File: config.mk
export PLATFORM = sky130hd
export DESIGN_NAME = rv32_core
export DESIGN_NICKNAME = d
export VERILOG_FILES = /design/src/hw/rv32_pkg.sv /design/src/hw/rv32_dec_if.sv /design/src/hw/rv32_decoder.sv /design/src/hw/rv32_regfile.sv /design/src/hw/rv32_execute.sv /design/src/hw/rv32_lsu.sv /design/src/hw/rv32_core.sv
export VERILOG_INCLUDE_DIRS = /design/src /design/src/hw
export SDC_FILE = /design/constraint.sdc
export NUM_CORES = 2
export LEC_CHECK = 0
export BUFFER_PORTS_ARGS = -buffer_cell sky130_fd_sc_hd__buf_2
export CAP_MARGIN = 20
export CORE_UTILIZATION = 33
export DETAILED_ROUTE_END_ITERATION = 8
export GPL_TIMING_DRIVEN = 0
export SLEW_MARGIN = 20
export SYNTH_ARGS = -nofsm -noshare
export SYNTH_HDL_FRONTEND = slang
export SYNTH_SLANG_ARGS = --single-unit
File: constraint.sdc
create_clock -name CLK -period 11.51 [get_ports CLK]
set_clock_uncertainty 0.15 [all_clocks]
set_input_delay 1.151 -clock CLK [delete_from_list [all_inputs] [get_ports CLK]]
set_output_delay 1.151 -clock CLK [all_outputs]
set_load 0.05 [all_outputs]
File: src/hw/rv32_defines.svh
`ifndef RV32_DEFINES_SVH
`define RV32_DEFINES_SVH

`define RV32_XLEN      32
`define RV32_RESET_PC  32'h0000_0000

// major opcodes
`define RV32_OP_LUI    7'b0110111
`define RV32_OP_AUIPC  7'b0010111
`define RV32_OP_JAL    7'b1101111
`define RV32_OP_JALR   7'b1100111
`define RV32_OP_BRANCH 7'b1100011
`define RV32_OP_LOAD   7'b0000011
`define RV32_OP_STORE  7'b0100011
`define RV32_OP_IMM    7'b0010011
`define RV32_OP_REG    7'b0110011

// branch conditions
`define RV32_F3_BEQ    3'b000
`define RV32_F3_BNE    3'b001
`define RV32_F3_BLT    3'b100
`define RV32_F3_BGE    3'b101
`define RV32_F3_BLTU   3'b110
`define RV32_F3_BGEU   3'b111

// load and store widths
`define RV32_F3_LB     3'b000
`define RV32_F3_LH     3'b001
`define RV32_F3_LW     3'b010
`define RV32_F3_LBU    3'b100
`define RV32_F3_LHU    3'b101
`define RV32_F3_SB     3'b000
`define RV32_F3_SH     3'b001
`define RV32_F3_SW     3'b010

// alu operations
`define RV32_F3_ADDSUB 3'b000
`define RV32_F3_SLL    3'b001
`define RV32_F3_SLT    3'b010
`define RV32_F3_SLTU   3'b011
`define RV32_F3_XOR    3'b100
`define RV32_F3_SR     3'b101
`define RV32_F3_OR     3'b110
`define RV32_F3_AND    3'b111

// SUB and SRA/SRAI
`define RV32_F7_ALT    7'b0100000

`endif

File: src/hw/rv32_pkg.sv
package rv32_pkg;

   // one fetched word, viewed through each base format
   typedef union packed {
      struct packed {
         logic [6:0] funct7;
         logic [4:0] rs2;
         logic [4:0] rs1;
         logic [2:0] funct3;
         logic [4:0] rd;
         logic [6:0] opcode;
      } r_fmt;
      struct packed {
         logic [11:0] imm_11_0;
         logic [4:0]  rs1;
         logic [2:0]  funct3;
         logic [4:0]  rd;
         logic [6:0]  opcode;
      } i_fmt;
      struct packed {
         logic [6:0] imm_11_5;
         logic [4:0] rs2;
         logic [4:0] rs1;
         logic [2:0] funct3;
         logic [4:0] imm_4_0;
         logic [6:0] opcode;
      } s_fmt;
      // branch offset bits are scattered, bit 0 is implied
      struct packed {
         logic       imm_12;
         logic [5:0] imm_10_5;
         logic [4:0] rs2;
         logic [4:0] rs1;
         logic [2:0] funct3;
         logic [3:0] imm_4_1;
         logic       imm_11;
         logic [6:0] opcode;
      } b_fmt;
      struct packed {
         logic [19:0] imm_31_12;
         logic [4:0]  rd;
         logic [6:0]  opcode;
      } u_fmt;
      struct packed {
         logic       imm_20;
         logic [9:0] imm_10_1;
         logic       imm_11;
         logic [7:0] imm_19_12;
         logic [4:0] rd;
         logic [6:0] opcode;
      } j_fmt;
   } rv32_instr_u;

endpackage

File: src/hw/rv32_dec_if.sv
`timescale 1ns/10ps
`include "rv32_defines.svh"

interface rv32_dec_if;

   logic [4:0]            rd_num;
   logic [4:0]            rs1_num;
   logic [4:0]            rs2_num;
   logic [`RV32_XLEN-1:0] imm;
   // {alt, funct3}; branches put their condition in the low bits
   logic [3:0]            alu_op;
   logic                  alu_use_imm;
   logic                  is_lui;
   logic                  is_auipc;
   logic                  is_jal;
   logic                  is_jalr;
   logic                  is_branch;
   logic                  is_load;
   logic                  is_store;
   logic [2:0]            mem_funct3;
   logic                  writes_rd;

   modport dec (
      output rd_num, rs1_num, rs2_num, imm, alu_op, alu_use_imm,
             is_lui, is_auipc, is_jal, is_jalr, is_branch,
             is_load, is_store, mem_funct3, writes_rd
   );

   modport user (
      input  rd_num, rs1_num, rs2_num, imm, alu_op, alu_use_imm,
             is_lui, is_auipc, is_jal, is_jalr, is_branch,
             is_load, is_store, mem_funct3, writes_rd
   );

endinterface

File: src/hw/rv32_decoder.sv
`timescale 1ns/10ps
`include "rv32_defines.svh"

module rv32_decoder import rv32_pkg::*; (
   input  logic                  CLK,
   input  logic                  RST_N,
   input  logic                  capture,
   input  logic [`RV32_XLEN-1:0] instr_word,
   rv32_dec_if.dec               dec
);

   rv32_instr_u instr;

   // cleared to an unmatched opcode, so reset decodes as a no-op
   always_ff @(posedge CLK) begin
      if (!RST_N) begin
         instr <= '0;
      end else if (capture) begin
         instr <= instr_word;
      end
   end

   assign dec.rd_num     = instr.r_fmt.rd;
   assign dec.rs1_num    = instr.r_fmt.rs1;
   assign dec.rs2_num    = instr.r_fmt.rs2;
   assign dec.mem_funct3 = instr.r_fmt.funct3;

   always_comb begin
      dec.imm         = '0;
      dec.alu_op      = 4'b0000;
      dec.alu_use_imm = 1'b0;
      dec.is_lui      = 1'b0;
      dec.is_auipc    = 1'b0;
      dec.is_jal      = 1'b0;
      dec.is_jalr     = 1'b0;
      dec.is_branch   = 1'b0;
      dec.is_load     = 1'b0;
      dec.is_store    = 1'b0;
      dec.writes_rd   = 1'b0;
      case (instr.r_fmt.opcode)
         `RV32_OP_LUI, `RV32_OP_AUIPC: begin
            dec.imm       = {instr.u_fmt.imm_31_12, 12'b0};
            dec.is_lui    = (instr.u_fmt.opcode == `RV32_OP_LUI);
            dec.is_auipc  = (instr.u_fmt.opcode == `RV32_OP_AUIPC);
            dec.writes_rd = 1'b1;
         end
         `RV32_OP_JAL: begin
            dec.imm       = {{11{instr.j_fmt.imm_20}}, instr.j_fmt.imm_20,
                             instr.j_fmt.imm_19_12, instr.j_fmt.imm_11,
                             instr.j_fmt.imm_10_1, 1'b0};
            dec.is_jal    = 1'b1;
            dec.writes_rd = 1'b1;
         end
         `RV32_OP_JALR: begin
            dec.imm         = {{20{instr.i_fmt.imm_11_0[11]}}, instr.i_fmt.imm_11_0};
            dec.alu_use_imm = 1'b1;
            dec.is_jalr     = 1'b1;
            dec.writes_rd   = 1'b1;
         end
         `RV32_OP_BRANCH: begin
            dec.imm       = {{19{instr.b_fmt.imm_12}}, instr.b_fmt.imm_12,
                             instr.b_fmt.imm_11, instr.b_fmt.imm_10_5,
                             instr.b_fmt.imm_4_1, 1'b0};
            dec.alu_op    = {1'b0, instr.b_fmt.funct3};
            dec.is_branch = 1'b1;
         end
         `RV32_OP_LOAD: begin
            dec.imm         = {{20{instr.i_fmt.imm_11_0[11]}}, instr.i_fmt.imm_11_0};
            dec.alu_use_imm = 1'b1;
            dec.is_load     = 1'b1;
            dec.writes_rd   = 1'b1;
         end
         `RV32_OP_STORE: begin
            dec.imm         = {{20{instr.s_fmt.imm_11_5[6]}}, instr.s_fmt.imm_11_5,
                               instr.s_fmt.imm_4_0};
            dec.alu_use_imm = 1'b1;
            dec.is_store    = 1'b1;
         end
         `RV32_OP_IMM: begin
            dec.imm         = {{20{instr.i_fmt.imm_11_0[11]}}, instr.i_fmt.imm_11_0};
            // only the shift right immediate has an alternate form
            dec.alu_op      = {(instr.i_fmt.funct3 == `RV32_F3_SR) &&
                               (instr.r_fmt.funct7 == `RV32_F7_ALT), instr.i_fmt.funct3};
            dec.alu_use_imm = 1'b1;
            dec.writes_rd   = 1'b1;
         end
         `RV32_OP_REG: begin
            dec.alu_op    = {instr.r_fmt.funct7 == `RV32_F7_ALT, instr.r_fmt.funct3};
            dec.writes_rd = 1'b1;
         end
         default: begin
            // FENCE and unknown words fall through as no-ops
            dec.writes_rd = 1'b0;
         end
      endcase
   end

endmodule

File: src/hw/rv32_regfile.sv
`timescale 1ns/10ps
`include "rv32_defines.svh"

module rv32_regfile (
   input  logic                  CLK,
   input  logic                  RST_N,
   input  logic [4:0]            rs1_num,
   input  logic [4:0]            rs2_num,
   output logic [`RV32_XLEN-1:0] rs1_data,
   output logic [`RV32_XLEN-1:0] rs2_data,
   input  logic                  we,
   input  logic [4:0]            rd_num,
   input  logic [`RV32_XLEN-1:0] rd_data
);

   // x0 has no storage
   logic [`RV32_XLEN-1:0] regs [1:31];

   always_ff @(posedge CLK) begin
      if (!RST_N) begin
         for (int i = 1; i < 32; i++) begin
            regs[i] <= '0;
         end
      end else if (we && (rd_num != 5'd0)) begin
         regs[rd_num] <= rd_data;
      end
   end

   assign rs1_data = (rs1_num == 5'd0) ? '0 : regs[rs1_num];
   assign rs2_data = (rs2_num == 5'd0) ? '0 : regs[rs2_num];

endmodule

File: src/hw/rv32_execute.sv
`timescale 1ns/10ps
`include "rv32_defines.svh"

module rv32_execute (
   input  logic                  CLK,
   input  logic                  RST_N,
   input  logic                  advance,
   input  logic [`RV32_XLEN-1:0] pc,
   input  logic [`RV32_XLEN-1:0] rs1_data,
   input  logic [`RV32_XLEN-1:0] rs2_data,
   rv32_dec_if.user              dec,
   rv32_dec_if.dec               mem_fields,
   output logic [`RV32_XLEN-1:0] alu_result,
   output logic [`RV32_XLEN-1:0] store_data,
   output logic [`RV32_XLEN-1:0] next_pc,
   output logic [`RV32_XLEN-1:0] link_value
);

   logic [`RV32_XLEN-1:0]        op_b;
   logic [4:0]                   shamt;
   logic [`RV32_XLEN-1:0]        alu_out;
   logic signed [`RV32_XLEN-1:0] sra_val;
   logic [`RV32_XLEN-1:0]        result;
   logic [`RV32_XLEN-1:0]        pc_target;
   logic [`RV32_XLEN-1:0]        jalr_sum;
   logic [`RV32_XLEN-1:0]        pc_plus4;
   logic [`RV32_XLEN-1:0]        npc;
   logic                         taken;

   assign op_b    = dec.alu_use_imm ? dec.imm : rs2_data;
   assign shamt   = op_b[4:0];
   // kept apart so the shift stays signed
   assign sra_val = $signed(rs1_data) >>> shamt;

   always_comb begin
      case (dec.alu_op[2:0])
         `RV32_F3_ADDSUB: alu_out = dec.alu_op[3] ? rs1_data - op_b : rs1_data + op_b;
         `RV32_F3_SLL:    alu_out = rs1_data << shamt;
         `RV32_F3_SLT:    alu_out = {31'b0, $signed(rs1_data) < $signed(op_b)};
         `RV32_F3_SLTU:   alu_out = {31'b0, rs1_data < op_b};
         `RV32_F3_XOR:    alu_out = rs1_data ^ op_b;
         `RV32_F3_SR:     alu_out = dec.alu_op[3] ? sra_val : rs1_data >> shamt;
         `RV32_F3_OR:     alu_out = rs1_data | op_b;
         default:         alu_out = rs1_data & op_b;
      endcase
   end

   // branch condition rides in the low alu_op bits
   always_comb begin
      case (dec.alu_op[2:0])
         `RV32_F3_BEQ:  taken = (rs1_data == rs2_data);
         `RV32_F3_BNE:  taken = (rs1_data != rs2_data);
         `RV32_F3_BLT:  taken = ($signed(rs1_data) < $signed(rs2_data));
         `RV32_F3_BGE:  taken = ($signed(rs1_data) >= $signed(rs2_data));
         `RV32_F3_BLTU: taken = (rs1_data < rs2_data);
         `RV32_F3_BGEU: taken = (rs1_data >= rs2_data);
         default:       taken = 1'b0;
      endcase
   end

   assign pc_target = pc + dec.imm;
   assign jalr_sum  = rs1_data + dec.imm;
   assign pc_plus4  = pc + 32'd4;

   assign result = dec.is_lui   ? dec.imm :
                   dec.is_auipc ? pc_target :
                   alu_out;

   assign npc = (dec.is_jal || (dec.is_branch && taken)) ? pc_target :
                dec.is_jalr ? {jalr_sum[`RV32_XLEN-1:1], 1'b0} :
                pc_plus4;

   // results and field copy for memory and writeback
   always_ff @(posedge CLK) begin
      if (advance) begin
         alu_result             <= result;
         store_data             <= rs2_data;
         next_pc                <= npc;
         link_value             <= pc_plus4;
         mem_fields.rd_num      <= dec.rd_num;
         mem_fields.rs1_num     <= dec.rs1_num;
         mem_fields.rs2_num     <= dec.rs2_num;
         mem_fields.imm         <= dec.imm;
         mem_fields.alu_op      <= dec.alu_op;
         mem_fields.alu_use_imm <= dec.alu_use_imm;
         mem_fields.mem_funct3  <= dec.mem_funct3;
      end
   end

   always_ff @(posedge CLK) begin
      if (!RST_N) begin
         mem_fields.is_lui    <= 1'b0;
         mem_fields.is_auipc  <= 1'b0;
         mem_fields.is_jal    <= 1'b0;
         mem_fields.is_jalr   <= 1'b0;
         mem_fields.is_branch <= 1'b0;
         mem_fields.is_load   <= 1'b0;
         mem_fields.is_store  <= 1'b0;
         mem_fields.writes_rd <= 1'b0;
      end else if (advance) begin
         mem_fields.is_lui    <= dec.is_lui;
         mem_fields.is_auipc  <= dec.is_auipc;
         mem_fields.is_jal    <= dec.is_jal;
         mem_fields.is_jalr   <= dec.is_jalr;
         mem_fields.is_branch <= dec.is_branch;
         mem_fields.is_load   <= dec.is_load;
         mem_fields.is_store  <= dec.is_store;
         mem_fields.writes_rd <= dec.writes_rd;
      end
   end

endmodule

File: src/hw/rv32_lsu.sv
`timescale 1ns/10ps
`include "rv32_defines.svh"

module rv32_lsu (
   input  logic                  in_memory,
   rv32_dec_if.user              fields,
   input  logic [`RV32_XLEN-1:0] alu_result,
   input  logic [`RV32_XLEN-1:0] store_data,
   input  logic [`RV32_XLEN-1:0] link_value,
   input  logic [`RV32_XLEN-1:0] load_data,
   output logic                  mem_ena,
   output logic [3:0]            mem_wstb,
   output logic [`RV32_XLEN-1:0] mem_addr,
   output logic [`RV32_XLEN-1:0] mem_wdata,
   output logic [`RV32_XLEN-1:0] rd_data
);

   logic [1:0]            lane;
   logic [3:0]            strobe;
   logic [`RV32_XLEN-1:0] shifted;
   logic [`RV32_XLEN-1:0] load_val;

   assign lane     = alu_result[1:0];
   assign mem_addr = alu_result;
   assign mem_ena  = in_memory & (fields.is_load | fields.is_store);
   assign mem_wstb = (in_memory & fields.is_store) ? strobe : 4'b0000;

   // store data copied to every lane, strobes pick the lanes
   always_comb begin
      case (fields.mem_funct3)
         `RV32_F3_SB: begin
            mem_wdata = {4{store_data[7:0]}};
            strobe    = 4'b0001 << lane;
         end
         `RV32_F3_SH: begin
            mem_wdata = {2{store_data[15:0]}};
            strobe    = lane[1] ? 4'b1100 : 4'b0011;
         end
         `RV32_F3_SW: begin
            mem_wdata = store_data;
            strobe    = 4'b1111;
         end
         default: begin
            mem_wdata = store_data;
            strobe    = 4'b0000;
         end
      endcase
   end

   // addressed byte or halfword moved down to bit 0
   assign shifted = load_data >> {lane, 3'b000};

   always_comb begin
      case (fields.mem_funct3)
         `RV32_F3_LB:  load_val = {{24{shifted[7]}}, shifted[7:0]};
         `RV32_F3_LBU: load_val = {24'b0, shifted[7:0]};
         `RV32_F3_LH:  load_val = {{16{shifted[15]}}, shifted[15:0]};
         `RV32_F3_LHU: load_val = {16'b0, shifted[15:0]};
         default:      load_val = load_data;
      endcase
   end

   assign rd_data = fields.is_load                    ? load_val :
                    (fields.is_jal | fields.is_jalr) ? link_value :
                    alu_result;

endmodule

File: src/hw/rv32_core.sv
`timescale 1ns/10ps
`include "rv32_defines.svh"

module rv32_core (
   input  logic                  CLK,
   input  logic                  RST_N,
   input  logic                  I_MEM_WAIT,
   output logic                  I_MEM_ENA,
   output logic [`RV32_XLEN-1:0] I_MEM_ADDR,
   input  logic [`RV32_XLEN-1:0] I_MEM_RDATA,
   input  logic                  D_MEM_WAIT,
   output logic                  D_MEM_ENA,
   output logic [3:0]            D_MEM_WSTB,
   output logic [`RV32_XLEN-1:0] D_MEM_ADDR,
   output logic [`RV32_XLEN-1:0] D_MEM_WDATA,
   input  logic [`RV32_XLEN-1:0] D_MEM_RDATA
);

   localparam logic [2:0] S_IDLE      = 3'd0;
   localparam logic [2:0] S_FETCH     = 3'd1;
   localparam logic [2:0] S_DECODE    = 3'd2;
   localparam logic [2:0] S_EXECUTE   = 3'd3;
   localparam logic [2:0] S_MEMORY    = 3'd4;
   localparam logic [2:0] S_WRITEBACK = 3'd5;

   logic [2:0]            state;
   logic [`RV32_XLEN-1:0] pc;
   logic [`RV32_XLEN-1:0] rs1_data;
   logic [`RV32_XLEN-1:0] rs2_data;
   logic [`RV32_XLEN-1:0] alu_result;
   logic [`RV32_XLEN-1:0] store_data;
   logic [`RV32_XLEN-1:0] next_pc;
   logic [`RV32_XLEN-1:0] link_value;
   logic [`RV32_XLEN-1:0] rd_data;
   logic                  rf_we;

   rv32_dec_if dec_fields ();
   rv32_dec_if mem_fields ();

   always_ff @(posedge CLK) begin
      if (!RST_N) begin
         state <= S_IDLE;
      end else begin
         case (state)
            S_IDLE, S_WRITEBACK: begin
               if (!I_MEM_WAIT) begin
                  state <= S_FETCH;
               end
            end
            S_FETCH:   state <= S_DECODE;
            S_DECODE:  state <= S_EXECUTE;
            S_EXECUTE: state <= S_MEMORY;
            S_MEMORY: begin
               if (!D_MEM_WAIT) begin
                  state <= S_WRITEBACK;
               end
            end
            default:   state <= S_IDLE;
         endcase
      end
   end

   // pc moves on leaving memory, ahead of the next fetch
   always_ff @(posedge CLK) begin
      if (!RST_N) begin
         pc <= `RV32_RESET_PC;
      end else if ((state == S_MEMORY) && !D_MEM_WAIT) begin
         pc <= next_pc;
      end
   end

   assign I_MEM_ENA  = (state == S_IDLE) || (state == S_WRITEBACK);
   assign I_MEM_ADDR = pc;
   assign rf_we      = (state == S_WRITEBACK) && mem_fields.writes_rd;

   rv32_decoder u_decoder (
      .CLK        (CLK),
      .RST_N      (RST_N),
      .capture    (state == S_FETCH),
      .instr_word (I_MEM_RDATA),
      .dec        (dec_fields.dec)
   );

   rv32_regfile u_regfile (
      .CLK      (CLK),
      .RST_N    (RST_N),
      .rs1_num  (dec_fields.rs1_num),
      .rs2_num  (dec_fields.rs2_num),
      .rs1_data (rs1_data),
      .rs2_data (rs2_data),
      .we       (rf_we),
      .rd_num   (mem_fields.rd_num),
      .rd_data  (rd_data)
   );

   rv32_execute u_execute (
      .CLK        (CLK),
      .RST_N      (RST_N),
      .advance    (state == S_DECODE),
      .pc         (pc),
      .rs1_data   (rs1_data),
      .rs2_data   (rs2_data),
      .dec        (dec_fields.user),
      .mem_fields (mem_fields.dec),
      .alu_result (alu_result),
      .store_data (store_data),
      .next_pc    (next_pc),
      .link_value (link_value)
   );

   rv32_lsu u_lsu (
      .in_memory  (state == S_MEMORY),
      .fields     (mem_fields.user),
      .alu_result (alu_result),
      .store_data (store_data),
      .link_value (link_value),
      .load_data  (D_MEM_RDATA),
      .mem_ena    (D_MEM_ENA),
      .mem_wstb   (D_MEM_WSTB),
      .mem_addr   (D_MEM_ADDR),
      .mem_wdata  (D_MEM_WDATA),
      .rd_data    (rd_data)
   );

endmodule

# After elaboration in Yosys (flattened, before gate mapping)
# Memories as Yosys holds them, arrays and structs flattened. A register that Yosys moved wholly into a read port is not among the register bits.
# Cells that the tools add are included.
# totals
regBits	208
ram_bits	992
in_bits	68
output_inout_bits	102
word_cells	133
mem_count	1
# memory_table
name	depth	word_bits	read_ports	rd_clocked_by_memory_dff	wr	line	text
u_regfile.regs	31	32	2	2	31	rv32_regfile.sv:17	logic [`RV32_XLEN-1:0] regs [1:31];
# op_classes
n_addsub	5
order_cmp	6
n_eq_ne	31
n_shift	5
mux	43
bitwise_logic	7
n_reduce_logical	21
# op_table
cell	count
two-way mux 32 bit	12
one-hot mux 32 bit (7 select lines)	1
one-hot mux 32 bit (5 select lines)	1
less-than comparator 32 bit	4
one-hot mux 32 bit (4 select lines)	1
adder 32 bit	3
greater-or-equal comparator 32 bit	2
one-hot mux 32 bit (2 select lines)	1
adder 32 x 3 -> 32 bit, second input constant	1
bitwise AND 32 bit	1
== test 32 bit	1
inequality test 32 bit	1
bitwise OR 32 bit	1
OR reduction 32 bit	1
left shift 32 x 5 -> 32 bit	1
right shift 32 x 5 -> 16 bit	1
right shift 32 x 5 -> 32 bit	1
>>> shifter 32 x 5 -> 32 bit	1
subtractor 32 bit	1
bitwise XOR 32 bit	1
== test 7 x 6 -> 1 bit, second input constant	4
== test 3 bit, second input constant	9
two-way mux 5 bit	5
one-hot mux 4 bit (3 select lines)	2
other kinds (25)	61

# Longest topological paths before layout
# depth
depth_word	9
depth_mapped	27
mapped_depth_nobuf	21

# By module
# A second synthesis with hierarchy kept.
# unflattened
hier_cells	6656
area_unflattened_um2	80752.4
# by_module_without_submodules
module	instances	cells_per_inst	area_per_inst_um2	seq_area_each_um2
rv32_regfile	1	3505	54212.0	30749.5
rv32_execute	1	2490	21069.0	5655.4
rv32_lsu	1	281	2084.5	0.0
rv32_decoder	1	213	2014.4	640.6
rv32_core	1	167	1372.6	700.7

# Worst setup path after synthesis
# OpenSTA, ideal clock, no wires.
# synth_timing
path_type	flip-flop to flip-flop
start	register state[0]
end	register u_execute.mem_fields.is_jal
setup_time_ns	0.129
arrival_time_ns	11.021
t_required_ns	11.231
path_slack_ns	0.210
stages_incl_launch_ff	5
path_buffers	1
synth_period_minus_slack_ns	11.300
path_cell_list	dfxtp_1 -> clkbuf_1 -> nor3_1 -> mux2i_1 -> nor2b_1
# synth_between
elab_chain_cells	1
# synth_rtl
element	line	text
from (decl)	rv32_core.sv:26	logic [2:0] state;
from (signal assigned)	rv32_core.sv:42	state <= S_IDLE;
from (signal assigned)	rv32_core.sv:47	state <= S_FETCH;
from (signal assigned)	rv32_core.sv:50	S_FETCH: state <= S_DECODE;
== test 3 x 2 -> 1 bit	rv32_core.sv:99	.advance (state == S_DECODE),
to (decl)	rv32_dec_if.sv:25	is_lui, is_auipc, is_jal, is_jalr, is_branch,
# No other way between the ends.
# A chain may end at the register's enable or synchronous reset.

==> summary.md <==
| Metric | Value |
|---|---|
| Primary FF master, synth | sky130_fd_sc_hd__edfxtp_1 |
| Share of async-settable or async-resettable flops after synthesis | 0% |
| Fill cell total of the finished layout | 22287 |
| Number of failing hold endpoints at the final stage | 0 |
| Part of the cycle the worst path needs | 91.38% |
| DR WL met2 | about 160000 um |
| Deepest clock path buffer count | 3 |
| Number of instances in the placed design | about 10000 |
| Worst hold path class | reg -> reg |
| Crit Path Max Fanout | 10 |
| Power share of the combinational group | 31.7% |
| Switching share of total power | 38.00% |
| Leakage | ~32 nW |
| Global-route wire length before repair | just over 500000 um |
| Relative slew slack | a little under an eighth |
| Number of standard cells in the layout, taps in and fillers out | 9989 |
| Largest net degree at the start of global routing | 33 |
| Critical Path Source Type | flip-flop |
| Switching Power | 0.005424 W |
| CTS tree | built |
| Hold buffers post-CTS | 0 |
| Detail-routed via count per cell | between 6 and 7 |
| Clk slew on worst S/H paths | 0.06 ns |
| Vias in the first global route | 59433 |
| Share of final-layout standard cells stronger than drive strength 1 | about a fifth |
| Final slew viol count | 0 |
| H-Tree Level Count | 4 |
| Nets | ~7100 |
| Register bit count reported by yosys | 1242 |
| Proportion of synthesized chip area in sequential cells | 48.13% |
| Skew-Pair Late Insertion Delay | 0.84 ns |
| Initial drt markers | 11764 |
| Post-DR wirelength/cell | 38.57 um |
| Most common library cell in the layout ignoring fill and taps | sky130_fd_sc_hd__nor2_1 |
| Core utilization of the finished layout | roughly 38% |
| Area delta synth->final | 13.58% |
| Result of the run | finished, final reports clean |
| Footprint of the multi-input gates | between 30000 and 40000 sq um |
| Number of antenna-violating nets in the routed design | 0 |
| Number of antenna violations at the first check in global routing | 35 |
| Crit path arrival time | approximately 11 ns |
| Total CTS buffers | 139 |
| Sequential standard cell area | 36480 sq um |
| Die span in x | 481.2 um |
| Final weighted congestion in routability-driven placement | 1.096 |
| I/O Pins | 170 |
| Share of power burned in the clock network | 31.1% |
| Final setup viols | 0 |
| Buffers on Ports | roughly 170 |
| All-Layer GR Usage | approximately 32% |
| Highest routed metal layer | met5 |
| P per Cell Area | 165.8 nW/um^2 |
| Final worst path period need | 10.52 ns |
| Die height | 481.2 um |
| Slew at the pin closest to its max-slew limit | 1.330 ns |
| Hpwl dp | 297100 um |
| Synthesized instance count | 6447 |
| Unrepaired setup endpoints after global routing | no |
| Detailed-routing wirelength on met1 | 135300 um |
| Commonest cells after routing, fill and taps aside | sky130_fd_sc_hd__nor2_1, sky130_fd_sc_hd__edfxtp_1, sky130_fd_sc_hd__mux4_2 |
| Total detailed-routing wirelength | slightly below 400000 um |
| CTS Root Cell | sky130_fd_sc_hd__clkbuf_16 |
| Number of flops mapped to enable cells by yosys | 1160 |
| Total DRC errors in the routed layout | 0 |
| Global route overflow | 0 |
| Count of unique library cells instantiated by Yosys | about 110 |
| Wire length on met3 | around 56000 um |
| Area of the core | 227700 sq um |
| Internal power | 0.008849 W |
| Avg Synthesized Cell Area | 11.76 sq um |
| Critical path class | reg -> reg |
| Die Footprint | between 200000 and 250000 sq um |
| Row cnt | 175 |
| Data required time of the critical path | 11.89 ns |
| # clock sinks | around 1200 |
| IR drop worst, VDD | 0.1162 mV |
| Post-synthesis instance area | 75790 sq um |
| MaxCap Viol Count | 0 |
| Top achievable clock speed | 95.08 MHz |
| Power share of the sequential group | 37.2% |
| Setup crit end kind | flip-flop |
| Number of warnings printed during yosys synthesis | 0 |
| Post-CTS Repair Setup Buffers | 0 |
| Router iterations before antenna repair | 9 |
| Post_cts resized | 0 |
| Initial Util | 33.28% |
| Vias | 63799 |
[synth_stat cells, drive strengths merged (18+ instances only)]
| library cell | n | area (sq um) |
|---|---|---|
| xnor2 | 76 | 665.6 |
| mux2 | 69 | 777.0 |
| o21a | 18 | 135.1 |
| clkbuf | 380 | 1446 |
| o211ai | 53 | 397.9 |
| a21boi | 78 | 589.3 |
| nor2b | 34 | 212.7 |
| o221ai | 32 | 280.3 |
| a21o | 114 | 855.8 |
| nand2b | 39 | 244.0 |
| mux2i | 213 | 2148 |
| buf | 171 | 1181 |
| xor2 | 33 | 289.0 |
| o21ai | 283 | 1416 |
| nor2 | 1229 | 4633 |
| o22ai | 28 | 175.2 |
| and2 | 29 | 181.4 |
| and3 | 28 | 180.2 |
| a22o | 21 | 183.9 |
| dfxtp | 82 | 1642 |
| nand4 | 33 | 206.5 |
| or2 | 25 | 158.9 |
| nand3 | 82 | 410.4 |
| a221oi | 28 | 245.2 |
| a21oi | 258 | 1291 |
| a211oi | 61 | 473.0 |
| inv | 195 | 731.9 |
| edfxtp | 1160 | 34830 |
| ha | 194 | 2427 |
| mux4 | 565 | 12760 |
| a31oi | 30 | 187.7 |
| nor3 | 82 | 415.4 |
| nand2 | 459 | 1723 |
| a22oi | 55 | 446.7 |
| o21bai | 24 | 180.2 |
[final timing paths]
path / from / end / slack, ns / cells after the start
worst min register to register: u_execute.next_pc[28] / I_MEM_ADDR[28] / 0.38 / 2
worst max register to register: flip-flop / u_execute.alu_result[31] / 0.99 / 25
worst min-delay path: u_execute.next_pc[28] / I_MEM_ADDR[28] / 0.38 / 2
worst max-delay path: flip-flop / u_execute.alu_result[31] / 0.99 / 25
[power groups by stage]
stage | Clock [W] | Sequential, W | Combinational (W)
2_1_floorplan | 0 | 0.00539 | 0.00236
4_1_cts | 0.00441 | 0.00530 | 0.00427
3_3_place_gp | 0 | 0.00542 | 0.00420
5_1_grt | 0.00456 | 0.00532 | 0.00456
6_report | 0.00444 | 0.00531 | 0.00453
3_5_place_dp | 0 | 0.00539 | 0.00425
[state kept, by name, indices dropped and copies added, names as in the netlist, named ones only]
signal                           cells
u_execute.mem_fields.writes_rd       1
state                                3
u_execute.link_value                32
u_execute.mem_fields.is_store        1
u_execute.mem_fields.is_jal          1
u_execute.mem_fields.rd_num          5
u_execute.mem_fields.mem_funct3      3
u_regfile.regs                    1024
u_execute.mem_fields.is_load         1
u_execute.mem_fields.is_jalr         1
u_execute.alu_result                32
u_decoder.instr                     32
u_execute.next_pc                   32
I_MEM_ADDR                          32
u_execute.store_data                32
[logic make-up after synthesis]
logic type / after synthesis / share of synthesized area [%]
AO/OA/AOI/OAI: 1184 / 10.29
XOR/XNOR: 109 / 1.260
adder cells (fa/ha/maj): 198 / 3.309
buffers and inverters: 749 / 4.458
flip-flops: 1242 / 48.13
multiplexers: 847 / 20.69
other: 1 / 0.004948
AND/OR/NAND/NOR: 2117 / 11.85
[layout make-up]
type                       count  area share (%)
antenna                       19         0.05524
buffer                       552           3.085
clock buffer                 178           4.236
clock inverter                70          0.7631
inverter                     197          0.8605
multi-input combinational   4487           42.17
sequential                  1242           42.38
tap                         3009           4.374
timing repair buffer         235           2.086
[per-stage QoR]
step	hold WS [ns]	setup TNS (ns)	worst slack [ns]	power, W	instance area, sq um
finish	0.3783	0	0.9922	0.01427	86080
global route	0.3871	0	0.9534	0.01444	86030
CTS	0.3787	0	1.351	0.01398	85990
detailed placement	0.3610	0	1.472	0.009642	81690
global placement	0.3588	-748.65	-5.663	0.009624	80510
floorplan	0.2804	0	0.2102	0.007749	75900
[critical path, stage by stage, from the launching register on]
cell and delay, ns:
sky130_fd_sc_hd__dfxtp_1 0.53, sky130_fd_sc_hd__buf_6 0.30, sky130_fd_sc_hd__buf_6 0.24, sky130_fd_sc_hd__buf_4 0.30, sky130_fd_sc_hd__buf_2 0.49, sky130_fd_sc_hd__buf_2 0.48
sky130_fd_sc_hd__buf_2 0.65, sky130_fd_sc_hd__buf_2 0.55, sky130_fd_sc_hd__mux4_2 0.60, sky130_fd_sc_hd__mux4_2 0.60, sky130_fd_sc_hd__nand2_1 0.11, sky130_fd_sc_hd__a21o_1 0.47
sky130_fd_sc_hd__o21ai_0 0.55, sky130_fd_sc_hd__ha_1 0.49, sky130_fd_sc_hd__clkbuf_1 0.31, sky130_fd_sc_hd__nand3_1 0.21, sky130_fd_sc_hd__or3_1 0.39, sky130_fd_sc_hd__o211a_1 0.30
sky130_fd_sc_hd__o21a_1 0.24, sky130_fd_sc_hd__o31a_1 0.32, sky130_fd_sc_hd__o21ai_0 0.51, sky130_fd_sc_hd__a211o_1 0.23, sky130_fd_sc_hd__a22oi_1 0.11, sky130_fd_sc_hd__xor2_1 0.25
sky130_fd_sc_hd__a211oi_1 0.55, sky130_fd_sc_hd__o22ai_1 0.20
[layer usage]
| layer | up-vias | global-route usage [%] |
|---|---|---|
| li1 | 25079 | - |
| met1 | 32012 | 40.27 |
| met2 | 5575 | 46.64 |
| met3 | 1113 | 11.79 |
| met4 | 20 | 23.23 |
| met5 | - | 0 |
Power figures use the tool's default switching activity.
